===== src/include/csr_defines.svh =====
`ifndef CSR_DEFINES_SVH
`define CSR_DEFINES_SVH

// Data word width of every CSR
`define CSR_XLEN 32

// Software writable bits per register
`define CSR_MSTATUS_WMASK 32'h0000_1888 // MPP[12:11], MPIE, MIE
`define CSR_MIE_WMASK     32'h0000_0888 // MEIE, MTIE, MSIE
`define CSR_MTVEC_WMASK   32'hFFFF_FFFC // Mode bits held at zero, direct only
`define CSR_MEPC_WMASK    32'hFFFF_FFFC // Word aligned return address

// mstatus bit positions
`define CSR_MSTATUS_MIE_BIT  3
`define CSR_MSTATUS_MPIE_BIT 7

// Flops per interrupt line before it reaches mip
`define CSR_IRQ_SYNC_STAGES 2

// Software write strobe index into the trap unit
`define CSR_SW_MSTATUS 0
`define CSR_SW_MEPC    1
`define CSR_SW_MCAUSE  2
`define CSR_SW_MTVAL   3
`define CSR_SW_COUNT   4

`endif


===== src/design/csr_pkg.sv =====
`default_nettype none

`include "csr_defines.svh"

package csr_pkg;

    // Machine mode CSR numbers handled by the bank
    typedef enum logic [11:0] {
        MSTATUS    = 12'h300,
        MIE        = 12'h304,
        MTVEC      = 12'h305,
        MSCRATCH   = 12'h340,
        MEPC       = 12'h341,
        MCAUSE     = 12'h342,
        MTVAL      = 12'h343,
        MIP        = 12'h344,
        MVENDORID  = 12'hF11, // ID block, all read zero
        MARCHID    = 12'hF12,
        MIMPID     = 12'hF13,
        MHARTID    = 12'hF14,
        MCONFIGPTR = 12'hF15
    } csr_addr_t;

    typedef enum logic [1:0] {
        CSR_NONE  = 2'd0,
        CSR_WRITE = 2'd1,
        CSR_SET   = 2'd2,
        CSR_CLEAR = 2'd3
    } csr_op_t;

    // Synchronous exception causes
    typedef enum logic [3:0] {
        INSTR_ADDR_MISALIGNED = 4'd0,
        INSTR_ACCESS_FAULT    = 4'd1,
        ILLEGAL_INSTRUCTION   = 4'd2,
        BREAKPOINT            = 4'd3,
        LOAD_ADDR_MISALIGNED  = 4'd4,
        LOAD_ACCESS_FAULT     = 4'd5,
        STORE_ADDR_MISALIGNED = 4'd6,
        STORE_ACCESS_FAULT    = 4'd7,
        ECALL_FROM_UMODE      = 4'd8,
        ECALL_FROM_SMODE      = 4'd9,
        ECALL_FROM_MMODE      = 4'd11
    } exc_code_t;

    // Interrupt causes, value doubles as the mip/mie bit index
    typedef enum logic [3:0] {
        IRQ_NONE  = 4'd0,
        M_SW_INT  = 4'd3,
        M_TIM_INT = 4'd7,
        M_EXT_INT = 4'd11
    } irq_code_t;

    typedef enum logic [1:0] {
        PRIV_U = 2'd0,
        PRIV_S = 2'd1,
        PRIV_M = 2'd3
    } priv_t;

    typedef struct packed {
        logic [19:0] rsvd_31_12;
        logic        meie;       // Bit 11
        logic [2:0]  rsvd_10_8;
        logic        mtie;       // Bit 7
        logic [2:0]  rsvd_6_4;
        logic        msie;       // Bit 3
        logic [2:0]  rsvd_2_0;
    } mie_t;

    // Read-modify-write rule shared by every writable CSR
    function automatic logic [`CSR_XLEN-1:0] csr_rmw(
        input csr_op_t               op,
        input logic [`CSR_XLEN-1:0] cur,
        input logic [`CSR_XLEN-1:0] data,
        input logic [`CSR_XLEN-1:0] mask
    );
        logic [`CSR_XLEN-1:0] nxt;
        case (op)
            CSR_WRITE: nxt = data;
            CSR_SET:   nxt = cur | data;
            CSR_CLEAR: nxt = cur & ~data;
            default:   nxt = cur;       // No op keeps the value
        endcase
        return nxt & mask;
    endfunction

endpackage

`default_nettype wire


===== src/design/csr_field.sv =====
`timescale 1ns/1ps
`default_nettype none

`include "csr_defines.svh"

module csr_field import csr_pkg::*; #(
    parameter type                  T     = logic [`CSR_XLEN-1:0],
    parameter logic [`CSR_XLEN-1:0] WMASK = '1
) (
    input  logic                 clk,
    input  logic                 reset,
    input  logic                 wr_stb,  // Decoded software write
    input  csr_op_t              op,
    input  logic [`CSR_XLEN-1:0] wr_data, // Raw operand from the pipeline
    output T                     value
);

    logic [`CSR_XLEN-1:0] q;   // Flat storage
    logic [`CSR_XLEN-1:0] nxt;

    // Masked RMW against the current contents
    always_comb begin
        nxt = csr_rmw(op, q, wr_data, WMASK);
    end

    always_ff @(posedge clk) begin
        if (!reset) begin
            q <= '0;
        end else if (wr_stb) begin
            q <= nxt;
        end
    end

    // Payload view, word or struct
    assign value = T'(q);

endmodule

`default_nettype wire


===== src/design/csr_irq_sync.sv =====
`timescale 1ns/1ps
`default_nettype none

`include "csr_defines.svh"

module csr_irq_sync import csr_pkg::*; (
    input  logic                 clk,
    input  logic                 reset,
    input  logic                 irq_ext, // Async sources
    input  logic                 irq_sw,
    input  logic                 irq_tim,
    output logic [`CSR_XLEN-1:0] mip
);

    localparam int S = `CSR_IRQ_SYNC_STAGES;

    logic [S-1:0] ext_q; // LSB is the first flop
    logic [S-1:0] sw_q;
    logic [S-1:0] tim_q;

    always_ff @(posedge clk) begin
        if (!reset) begin
            ext_q <= '0;
            sw_q  <= '0;
            tim_q <= '0;
        end else begin
            ext_q <= {ext_q[S-2:0], irq_ext};
            sw_q  <= {sw_q[S-2:0], irq_sw};
            tim_q <= {tim_q[S-2:0], irq_tim};
        end
    end

    // Last stage lands on the standard pending bits
    always_comb begin
        mip            = '0;
        mip[M_EXT_INT] = ext_q[S-1]; // MEIP
        mip[M_SW_INT]  = sw_q[S-1];  // MSIP
        mip[M_TIM_INT] = tim_q[S-1]; // MTIP
    end

endmodule

`default_nettype wire


===== src/design/csr_irq_arbiter.sv =====
`timescale 1ns/1ps
`default_nettype none

`include "csr_defines.svh"

module csr_irq_arbiter import csr_pkg::*; (
    input  logic                 clk,
    input  logic                 reset,
    input  logic                 mstatus_mie, // Global enable
    input  mie_t                 mie,
    input  logic [`CSR_XLEN-1:0] mip,
    input  logic                 irq_ack,
    output logic                 irq_pending,
    output irq_code_t            irq_code
);

    logic [`CSR_XLEN-1:0] pend;   // Enabled and pending
    logic                 fire;
    irq_code_t            winner;

    assign pend = mie & mip;
    assign fire = mstatus_mie && (|pend) && !irq_ack; // Ack masks the same cycle

    // Fixed priority, external then software then timer
    always_comb begin
        if (pend[M_EXT_INT]) begin
            winner = M_EXT_INT;
        end else if (pend[M_SW_INT]) begin
            winner = M_SW_INT;
        end else if (pend[M_TIM_INT]) begin
            winner = M_TIM_INT;
        end else begin
            winner = IRQ_NONE;
        end
    end

    always_ff @(posedge clk) begin
        if (!reset) begin
            irq_pending <= 1'b0;
            irq_code    <= IRQ_NONE;
        end else begin
            irq_pending <= fire;
            if (fire) begin
                irq_code <= winner; // Held while nothing fires
            end
        end
    end

endmodule

`default_nettype wire


===== src/design/csr_trap_unit.sv =====
`timescale 1ns/1ps
`default_nettype none

`include "csr_defines.svh"

module csr_trap_unit import csr_pkg::*; (
    input  logic                     clk,
    input  logic                     reset,
    input  logic                     raise_exception,
    input  exc_code_t                exc_code,
    input  logic                     machine_return,
    input  logic                     irq_ack,
    input  irq_code_t                irq_code,
    input  priv_t                    privilege,   // Mode the trap was taken from
    input  logic [`CSR_XLEN-1:0]     pc,
    input  logic [`CSR_XLEN-1:0]     instruction,
    input  logic [`CSR_SW_COUNT-1:0] sw_wr_stb,   // One per owned register
    input  logic [`CSR_XLEN-1:0]     sw_wr_data,  // Already masked by the bank
    output logic [`CSR_XLEN-1:0]     mstatus,
    output logic [`CSR_XLEN-1:0]     mepc,
    output logic [`CSR_XLEN-1:0]     mcause,
    output logic [`CSR_XLEN-1:0]     mtval
);

    localparam int MIE  = `CSR_MSTATUS_MIE_BIT;
    localparam int MPIE = `CSR_MSTATUS_MPIE_BIT;

    logic [`CSR_XLEN-1:0] exc_epc;
    logic [`CSR_XLEN-1:0] exc_tval;

    // ECALL from M returns to itself, others skip the faulting word
    assign exc_epc  = (exc_code == ECALL_FROM_MMODE) ? pc : pc + `CSR_XLEN'(4);
    assign exc_tval = (exc_code == ILLEGAL_INSTRUCTION) ? instruction : pc;

    always_ff @(posedge clk) begin
        if (!reset) begin
            mstatus <= '0;
            mepc    <= '0;
            mcause  <= '0;
            mtval   <= '0;
        end else if (machine_return) begin
            mstatus[MIE] <= mstatus[MPIE]; // Restore global enable
        end else if (raise_exception) begin
            mcause         <= {1'b0, {(`CSR_XLEN-5){1'b0}}, exc_code};
            mstatus[12:11] <= privilege;    // MPP
            mstatus[MPIE]  <= mstatus[MIE];
            mstatus[MIE]   <= 1'b0;
            mepc           <= exc_epc;
            mtval          <= exc_tval;
        end else if (irq_ack) begin
            // Interrupt flag in the top bit
            mcause         <= {1'b1, {(`CSR_XLEN-5){1'b0}}, irq_code};
            mstatus[12:11] <= privilege;
            mstatus[MPIE]  <= mstatus[MIE];
            mstatus[MIE]   <= 1'b0;
            mepc           <= pc;           // Interrupted instruction reruns
        end else begin
            if (sw_wr_stb[`CSR_SW_MSTATUS]) begin
                mstatus <= sw_wr_data;
            end
            if (sw_wr_stb[`CSR_SW_MEPC]) begin
                mepc <= sw_wr_data;
            end
            if (sw_wr_stb[`CSR_SW_MCAUSE]) begin
                mcause <= sw_wr_data;
            end
            if (sw_wr_stb[`CSR_SW_MTVAL]) begin
                mtval <= sw_wr_data;
            end
        end
    end

endmodule

`default_nettype wire


===== src/design/csr_bank.sv =====
`timescale 1ns/1ps
`default_nettype none

`include "csr_defines.svh"

module csr_bank import csr_pkg::*; (
    input  logic                 clk,
    input  logic                 reset,
    input  logic [11:0]          addr,
    input  csr_op_t              op,
    input  logic [`CSR_XLEN-1:0] wr_data,
    input  logic                 rd_en,
    input  logic                 wr_en,
    input  logic                 killed,   // Squashed in the pipeline
    input  logic                 raise_exception,
    input  exc_code_t            exc_code,
    input  logic                 machine_return,
    input  logic                 irq_ack,
    input  priv_t                privilege,
    input  logic [`CSR_XLEN-1:0] pc,
    input  logic [`CSR_XLEN-1:0] instruction,
    input  logic [`CSR_XLEN-1:0] mip,      // From the synchroniser
    output logic [`CSR_XLEN-1:0] rd_data,
    output logic                 irq_pending,
    output irq_code_t            irq_code,
    output logic [`CSR_XLEN-1:0] trap_vector,
    output logic [`CSR_XLEN-1:0] return_pc
);

    csr_addr_t                csr;
    logic                     sw_ok;
    logic                     wr_mie, wr_mtvec, wr_mscratch;
    logic [`CSR_SW_COUNT-1:0] tu_stb;     // Strobes into the trap unit
    logic [`CSR_XLEN-1:0]     tu_cur;     // Current value for RMW
    logic [`CSR_XLEN-1:0]     tu_mask;
    logic [`CSR_XLEN-1:0]     tu_wr_data;
    logic [`CSR_XLEN-1:0]     mstatus, mepc, mcause, mtval, mtvec, mscratch;
    mie_t                     mie;

    assign csr   = csr_addr_t'(addr);
    // Any trap in the same cycle wins over software
    assign sw_ok = wr_en && !killed && !machine_return && !raise_exception && !irq_ack;

    // One hot write decode, ID block and mip ignored
    always_comb begin
        wr_mie      = 1'b0;
        wr_mtvec    = 1'b0;
        wr_mscratch = 1'b0;
        tu_stb      = '0;
        if (sw_ok) begin
            case (csr)
                MSTATUS:  tu_stb[`CSR_SW_MSTATUS] = 1'b1;
                MIE:      wr_mie                  = 1'b1;
                MTVEC:    wr_mtvec                = 1'b1;
                MSCRATCH: wr_mscratch             = 1'b1;
                MEPC:     tu_stb[`CSR_SW_MEPC]    = 1'b1;
                MCAUSE:   tu_stb[`CSR_SW_MCAUSE]  = 1'b1;
                MTVAL:    tu_stb[`CSR_SW_MTVAL]   = 1'b1;
                default:  ;
            endcase
        end
    end

    // Operand and mask for the trap unit registers
    always_comb begin
        case (csr)
            MSTATUS: begin tu_cur = mstatus; tu_mask = `CSR_MSTATUS_WMASK; end
            MEPC:    begin tu_cur = mepc;    tu_mask = `CSR_MEPC_WMASK;    end
            MCAUSE:  begin tu_cur = mcause;  tu_mask = '1;                 end
            MTVAL:   begin tu_cur = mtval;   tu_mask = '1;                 end
            default: begin tu_cur = '0;      tu_mask = '0;                 end
        endcase
        tu_wr_data = csr_rmw(op, tu_cur, wr_data, tu_mask);
    end

    csr_field #(.T(logic [`CSR_XLEN-1:0]), .WMASK('1)) u_mscratch (
        .clk(clk), .reset(reset), .wr_stb(wr_mscratch),
        .op(op), .wr_data(wr_data), .value(mscratch)
    );

    csr_field #(.T(logic [`CSR_XLEN-1:0]), .WMASK(`CSR_MTVEC_WMASK)) u_mtvec (
        .clk(clk), .reset(reset), .wr_stb(wr_mtvec),
        .op(op), .wr_data(wr_data), .value(mtvec)
    );

    csr_field #(.T(mie_t), .WMASK(`CSR_MIE_WMASK)) u_mie (
        .clk(clk), .reset(reset), .wr_stb(wr_mie),
        .op(op), .wr_data(wr_data), .value(mie)
    );

    csr_trap_unit u_trap_unit (
        .clk(clk), .reset(reset),
        .raise_exception(raise_exception), .exc_code(exc_code),
        .machine_return(machine_return), .irq_ack(irq_ack),
        .irq_code(irq_code), .privilege(privilege),
        .pc(pc), .instruction(instruction),
        .sw_wr_stb(tu_stb), .sw_wr_data(tu_wr_data),
        .mstatus(mstatus), .mepc(mepc), .mcause(mcause), .mtval(mtval)
    );

    csr_irq_arbiter u_irq_arbiter (
        .clk(clk), .reset(reset),
        .mstatus_mie(mstatus[`CSR_MSTATUS_MIE_BIT]),
        .mie(mie), .mip(mip), .irq_ack(irq_ack),
        .irq_pending(irq_pending), .irq_code(irq_code) // Code also feeds mcause
    );

    // Combinational read port
    always_comb begin
        rd_data = '0;
        if (rd_en && !killed) begin
            case (csr)
                MSTATUS:  rd_data = mstatus;
                MIE:      rd_data = mie;
                MTVEC:    rd_data = mtvec;
                MSCRATCH: rd_data = mscratch;
                MEPC:     rd_data = mepc;
                MCAUSE:   rd_data = mcause;
                MTVAL:    rd_data = mtval;
                MIP:      rd_data = mip;
                default:  rd_data = '0; // ID registers and unknown
            endcase
        end
    end

    // Fetch side copies, one cycle behind
    always_ff @(posedge clk) begin
        if (!reset) begin
            trap_vector <= '0;
            return_pc   <= '0;
        end else begin
            trap_vector <= mtvec;
            return_pc   <= mepc;
        end
    end

endmodule

`default_nettype wire


===== src/design/csr_top.sv =====
`timescale 1ns/1ps
`default_nettype none

`include "csr_defines.svh"

module csr_top import csr_pkg::*; (
    input  logic                 clk,
    input  logic                 reset,
    input  logic [11:0]          addr,
    input  csr_op_t              op,
    input  logic [`CSR_XLEN-1:0] wr_data,
    input  logic                 rd_en,
    input  logic                 wr_en,
    input  logic                 killed,
    input  logic                 raise_exception,
    input  exc_code_t            exc_code,
    input  logic                 machine_return,
    input  logic                 irq_ack,
    input  priv_t                privilege,
    input  logic [`CSR_XLEN-1:0] pc,
    input  logic [`CSR_XLEN-1:0] instruction,
    input  logic                 irq_ext,  // Asynchronous lines
    input  logic                 irq_sw,
    input  logic                 irq_tim,
    output logic [`CSR_XLEN-1:0] rd_data,
    output logic                 irq_pending,
    output irq_code_t            irq_code,
    output logic [`CSR_XLEN-1:0] trap_vector,
    output logic [`CSR_XLEN-1:0] return_pc
);

    logic [`CSR_XLEN-1:0] mip;

    csr_irq_sync u_irq_sync (
        .clk(clk), .reset(reset),
        .irq_ext(irq_ext), .irq_sw(irq_sw), .irq_tim(irq_tim),
        .mip(mip)
    );

    csr_bank u_bank (
        .clk(clk), .reset(reset),
        .addr(addr), .op(op), .wr_data(wr_data),
        .rd_en(rd_en), .wr_en(wr_en), .killed(killed),
        .raise_exception(raise_exception), .exc_code(exc_code),
        .machine_return(machine_return), .irq_ack(irq_ack),
        .privilege(privilege), .pc(pc), .instruction(instruction),
        .mip(mip), .rd_data(rd_data),
        .irq_pending(irq_pending), .irq_code(irq_code),
        .trap_vector(trap_vector), .return_pc(return_pc)
    );

endmodule

`default_nettype wire


===== config.mk =====
export PLATFORM = sky130hd
export DESIGN_NAME = csr_top
export DESIGN_NICKNAME = d
export VERILOG_FILES = /design/src/design/csr_pkg.sv /design/src/design/csr_field.sv /design/src/design/csr_irq_sync.sv /design/src/design/csr_irq_arbiter.sv /design/src/design/csr_trap_unit.sv /design/src/design/csr_bank.sv /design/src/design/csr_top.sv
export VERILOG_INCLUDE_DIRS = /design/src /design/src/include
export SDC_FILE = /design/constraint.sdc
export NUM_CORES = 1
export LEC_CHECK = 0
export BUFFER_PORTS_ARGS = -buffer_cell sky130_fd_sc_hd__buf_2
export CAP_MARGIN = 25
export CORE_ASPECT_RATIO = 1.2
export CORE_UTILIZATION = 50
export CTS_CLUSTER_DIAMETER = 60
export DETAILED_ROUTE_END_ITERATION = 8
export PLACE_DENSITY = 0.7
export REMOVE_ABC_BUFFERS = 1
export SLEW_MARGIN = 20
export SYNTH_ARGS = -nofsm -noshare
export SYNTH_HDL_FRONTEND = slang
export SYNTH_SLANG_ARGS = --single-unit

===== constraint.sdc =====
create_clock -name clk -period 8.3 [get_ports clk]
set_clock_uncertainty 0.2 [all_clocks]
set_input_delay 1.66 -clock clk [delete_from_list [all_inputs] [get_ports clk]]
set_output_delay 1.66 -clock clk [all_outputs]
set_load 0.03 [all_outputs]

==> flow_summary.toml, run 1 <==
[outcome]
status = "completed"

[yosys]
yosys.area.top_type = "dfxtp_1"
synth.top_cell.area_share = 0.400
synth_cell_type_count = 84
syn_area_um2 = 13300
synth_area_leaders = "dfxtp_1, a21oi_1, o21ai_0"
synth.most_common_cell = "dfxtp_1"
yosysWarnings = 0
yosys_register_bits = 265
synth_cells = 1607
synth_edf_count = 0
ys_async_sr_fraction = 0
synthFlopType = "dfxtp_1"
avgSynthCellArea_um2 = 8.25
synth_commonest_cells = "dfxtp_1, a21oi_1, o21ai_0"
ys_seq_area_frac = 0.400

[cts]
clock_sinks = 265
ctsResizeCount = 0
insertion_delay_ns = 0.56
cts_hold_buf = 0
cts_tree = "built"
cts_made_buffers = 29
cts_root_buffer = "clkbuf_16"
cts_buffer_depth = 3
clk_pin_slew_ns = 0.06
postCtsSetupBuffers = 0
htreeDepth = 1

[route]
drt-pass1-iter-count = 9
drtIter0Drc = 1537
wirelength_um = 48200
wl_per_cell_um = 22.8
drc = 0
postRouteAntennaNets = 0
dr_total_vias = 13650
routed_via_density = 6.48

[floorplanning]
start_util = 0.514
rows = 64
die_height_um = 180
pin_count = 228
die_area_um2 = 27200
core-area_um2 = 25800
fp.dieW_um = 151

[global_route]
grt_pass1_vias = 12912
grtUsageTotal = 0.346
grt_first_pass_wirelength_um = 72700
grt_overflow_total = 0
antenna_found_initial = 3
grt_max_degree = 115

[power]
fin_total_pwr_mw = 2.93
power.density_nw_per_um2 = 189
power.leakage_nw = 6.21
ir_drop_v = 0.000150

[sta]
finalHoldViolations = 0
max_slew_margin = 0.301
post-route-min-period_ns = 6.54
period_share = 0.788
whs_ns = 0.231
tightestPinTransition_ns = 1.04
rsz0062_at_grt = "no"
setup_viol = 0
fmax_mhz = 153
setup_tns_ns = 0
slew_violations = 0

[min_path]
hold_path_class = "flop to flop"
min_from = "u_irq_sync.ext_q[0]$_SDFF_PN0_"

[worst_setup_path]
cp-start-kind = "input pin"
worstPathRequired_ns = 6.44
r2r_cells = 6
reg2reg_slack_ns = 6.14
critical_path_class = "input pin to primary output"
cp_max_fo = 24
cp-startpoint = "addr[3]"
critPathCapture = "rd_data[20]"
arrival_ns = 4.68
crit_path_end_kind = "primary output"
r2r-end = "u_bank.u_trap_unit.mtval[28]$_SDFFE_PN0P_"
reg2reg_from = "u_bank.u_trap_unit.mstatus[28]$_SDFFE_PN0P_"

[placed_design]
routabilityCongestion = 0.958
dp_hpwl_um = 32000
port_buffers = 225

[finish]
layout.nets = 1881
nFillCells = 2347
drive_above_1_share = 0.222
syn_to_final_growth_pct = 16.9

[flow_run]
maxCapViolCount = 0
[metrics by stage]
step / utilization / instance area (µm²) / setup slack [ns] / instances
after global placement: 0.561 / 14500 / 1.91 / 2048
after global routing: 0.600 / 15500 / 1.63 / 2104
final: 0.601 / 15500 / 1.76 / 2108
after detailed placement: 0.563 / 14500 / 1.87 / 2050
after CTS: 0.599 / 15400 / 1.86 / 2099
after floorplan: - / 12600 / 0.489 / 1465
[placed cells by master, fill, tap and decap left out, drive strengths merged, types with 32 or more instances in the layout]
cell	instances
and3	35
o21ai	182
buf	257
mux2	41
nand3	41
clkbuf	43
a22oi	32
dfxtp	265
a21oi	172
mux2i	42
nand2	151
nor2	115
and2	71
[critical path, stage by stage]
cell      delay [ns]
buf_2           0.24
or4_4           0.63
nor2_1          0.36
and3_1          0.84
buf_4           0.43
a221oi_1        0.15
a21oi_1         0.14
buf_2           0.21
[cell type report]
| cell class | instances | area (µm²) | share of cell area |
|---|---|---|---|
| Multi-Input combinational cell | 1185 | 7370 | 0.476 |
| Sequential cell | 265 | 5310 | 0.343 |
| Timing Repair Buffer | 257 | 1400 | 0.0904 |
| Clock buffer | 43 | 838 | 0.0541 |
| Tap cell | 330 | 413 | 0.0267 |
| Clock inverter | 6 | 88.8 | 0.00574 |
| Inverter | 15 | 56.3 | 0.00364 |
| Antenna cell | 7 | 17.5 | 0.00113 |
[registers in the layout, summed over array words and instances, names as in the netlist]
name                              count
u_bank.u_trap_unit.mepc              32
u_irq_sync.sw_q                       2
u_bank.u_mie.value                    3
u_irq_sync.ext_q                      2
u_bank.trap_vector                   30
u_bank.u_irq_arbiter.irq_code         3
u_bank.u_trap_unit.mtval             32
u_bank.u_irq_arbiter.irq_pending      1
u_irq_sync.tim_q                      2
u_bank.u_mscratch.value              32
u_bank.u_trap_unit.mcause            32
u_bank.u_trap_unit.mstatus           32
u_bank.u_mtvec.value                 30
u_bank.return_pc                     32
[kinds of logic after synthesis]
kind of cell             synth area share
multiplexers                       0.0668
AO/OA/AOI/OAI                       0.268
buffers and inverters              0.0510
XOR/XNOR                          0.00264
flip-flops                          0.400
AND/OR/NAND/NOR                     0.210
other                            0.000283
adder cells (fa/ha/maj)          0.000944
[routing by layer]
metal / track usage / vias up / routed length (µm)
li1: - / 6197 / -
met1: 0.440 / 6495 / 19100
met2: 0.569 / 804 / 22600
met3: 0.0524 / 154 / 4400
met4: 0.162 / 0 / 2040
met5: 0 / - / 0
[worst min path at each step]
stage | slack (ns) | cells past startpoint | endpoint
floorplan | 0.21 | 1 | u_irq_sync.ext_q[1]$_SDFF_PN0_
global placement | 0.21 | 1 | u_irq_sync.ext_q[1]$_SDFF_PN0_
detailed placement | 0.22 | 1 | u_irq_sync.tim_q[1]$_SDFF_PN0_
CTS | 0.24 | 1 | u_irq_sync.ext_q[1]$_SDFF_PN0_
global route | 0.25 | 1 | u_irq_sync.tim_q[1]$_SDFF_PN0_
finish | 0.23 | 1 | u_irq_sync.ext_q[1]$_SDFF_PN0_
[power by group]
part	switching [mW]	internal, mW
Combinational	0.211	0.106
Clock	0.530	0.753
Sequential	0.0234	1.31
No activity file was read; power rests on OpenSTA's default activity.
==> inputs of run 2 (changes only) <==
- clock period: 8.3 -> 6.5 ns (I/O delays scaled with it)
==> flow_summary.toml, run 2 (synthesized netlist as in run 1, its figures left out) <==
[outcome]
status = "completed"

[sta]
post-route-min-period_ns = 5.35
rsz0062_at_grt = "no"
fmax_mhz = 187
tightestPinTransition_ns = 1.09
whs_ns = 0.235
slew_violations = 0
period_share = 0.823
max_slew_margin = 0.269
setup_viol = 0
finalHoldViolations = 0

[worst_setup_path]
cpPeakStageDelay_ns = 0.89
arrival_ns = 3.85
crit_buf_inv = 2
cp-start-kind = "input pin"
reg2reg_slack_ns = 4.47
slowest_stage = "nor3_1"
cp_max_fo = 20
path_delay_family = "simple AND/OR/NAND/NOR gates"
critical_path_class = "input pin to primary output"
worstPathRequired_ns = 5.00
crit_path_end_kind = "primary output"
r2r_cells = 6
crit_path_cell_trace = "buf_2 > or3_1 > nor3_1 > a22oi_1 > a31oi_1 > buf_2"
r2r-end = "u_bank.u_trap_unit.mtval[4]$_SDFFE_PN0P_"
reg2reg_from = "u_bank.u_trap_unit.mcause[4]$_SDFFE_PN0P_"
cpMostUsedCell = "buf_2"

[min_path]
min_from = "u_irq_sync.sw_q[0]$_SDFF_PN0_"
whs_path_depth = 1
hold_path_class = "flop to flop"
holdPathEnd = "u_irq_sync.sw_q[1]$_SDFF_PN0_"

[finish]
drive_above_1_share = 0.227
nFillCells = 2301
layout_commonest_cell = "dfxtp_1"
layout_common_cells = "dfxtp_1, buf_2, o21ai_0"
stdcell_area_um2 = 15500
fin_util = 0.603
stdcell_count = 2115
syn_to_final_growth_pct = 17.3
multi_input_area_um2 = 7380
layout.nets = 1884
seq_area_um2 = 5310

[route]
drtIter0Drc = 1542
drt-pass1-iter-count = 8
dr_total_vias = 13726
postRouteAntennaNets = 0
drc = 0
wirelength_um = 48900
wl_per_cell_um = 23.1
routed_via_density = 6.49

[global_route]
antenna_found_initial = 7
grt_pass1_vias = 12986
grt_first_pass_wirelength_um = 74400
grt_max_degree = 94
grt_overflow_total = 0
grtUsageTotal = 0.355

[cts]
postCtsSetupBuffers = 0
insertion_delay_ns = 0.57
cts_root_buffer = "clkbuf_16"
htreeDepth = 1
cts_buffer_depth = 3
clock_sinks = 265
clk_pin_slew_ns = 0.06
cts_tree = "built"
cts_made_buffers = 28
ctsResizeCount = 0
cts_hold_buf = 0

[power]
fin_total_pwr_mw = 3.78
power.density_nw_per_um2 = 243
ir_drop_v = 0.000257
power.leakage_nw = 6.25

[floorplanning]
die_area_um2 = 27200
pin_count = 228
fp.dieW_um = 151
core-area_um2 = 25800
rows = 64
start_util = 0.514
die_height_um = 180

[placed_design]
dp_hpwl_um = 32500
place_inst = 2055
placed_area_um2 = 14600
port_buffers = 225
routabilityCongestion = 0.968

[flow_run]
maxCapViolCount = 0
==> run 2: cell count changes in the layout (fill, tap and decap cells not counted), sizes merged <==
cell    change
buf         +4
clkinv      +2
clkbuf      -1
diode       +1
inv         +1
==> run 2: layer usage <==
| metal | track usage | wire, µm | up-vias |
|---|---|---|---|
| li1 | - | - | 6207 |
| met1 | 0.451 | 19100 | 6511 |
| met2 | 0.566 | 22500 | 838 |
| met3 | 0.0684 | 4840 | 170 |
| met4 | 0.184 | 2440 | 0 |
| met5 | 0 | 0 | - |
==> run 2: cell type report <==
class / count / area share
antenna: 8 / 0.00129
clock buffer: 42 / 0.0543
clock inverter: 9 / 0.00692
inverter: 15 / 0.00362
multi-input combinational: 1185 / 0.474
sequential: 265 / 0.341
tap: 330 / 0.0266
timing repair buffer: 261 / 0.0917
==> run 2: how the worst max path moves through the flow <==
| stage | from | to | slack [ns] | depth (start not counted) |
|---|---|---|---|---|
| after floorplan | addr[10] | rd_data[3] | -0.59 | 4 |
| after global placement | addr[3] | rd_data[2] | 1.30 | 8 |
| after detailed placement | addr[5] | rd_data[3] | 1.28 | 6 |
| after CTS | addr[5] | rd_data[3] | 1.29 | 6 |
| after global routing | addr[5] | rd_data[3] | 1.17 | 6 |
| final | addr[5] | rd_data[3] | 1.15 | 6 |
==> run 2: power by group <==
part,switching (mW),internal [mW]
clock network,0.687,0.975
registers,0.0298,1.67
logic,0.277,0.137
total,0.994,2.78
==> run 2: stage by stage <==
stage / setup TNS (ns) / setup slack [ns]
finish: 0 / 1.15
global route: 0 / 1.17
CTS: 0 / 1.29
detailed placement: 0 / 1.28
global placement: 0 / 1.30
floorplan: -14.87 / -0.591
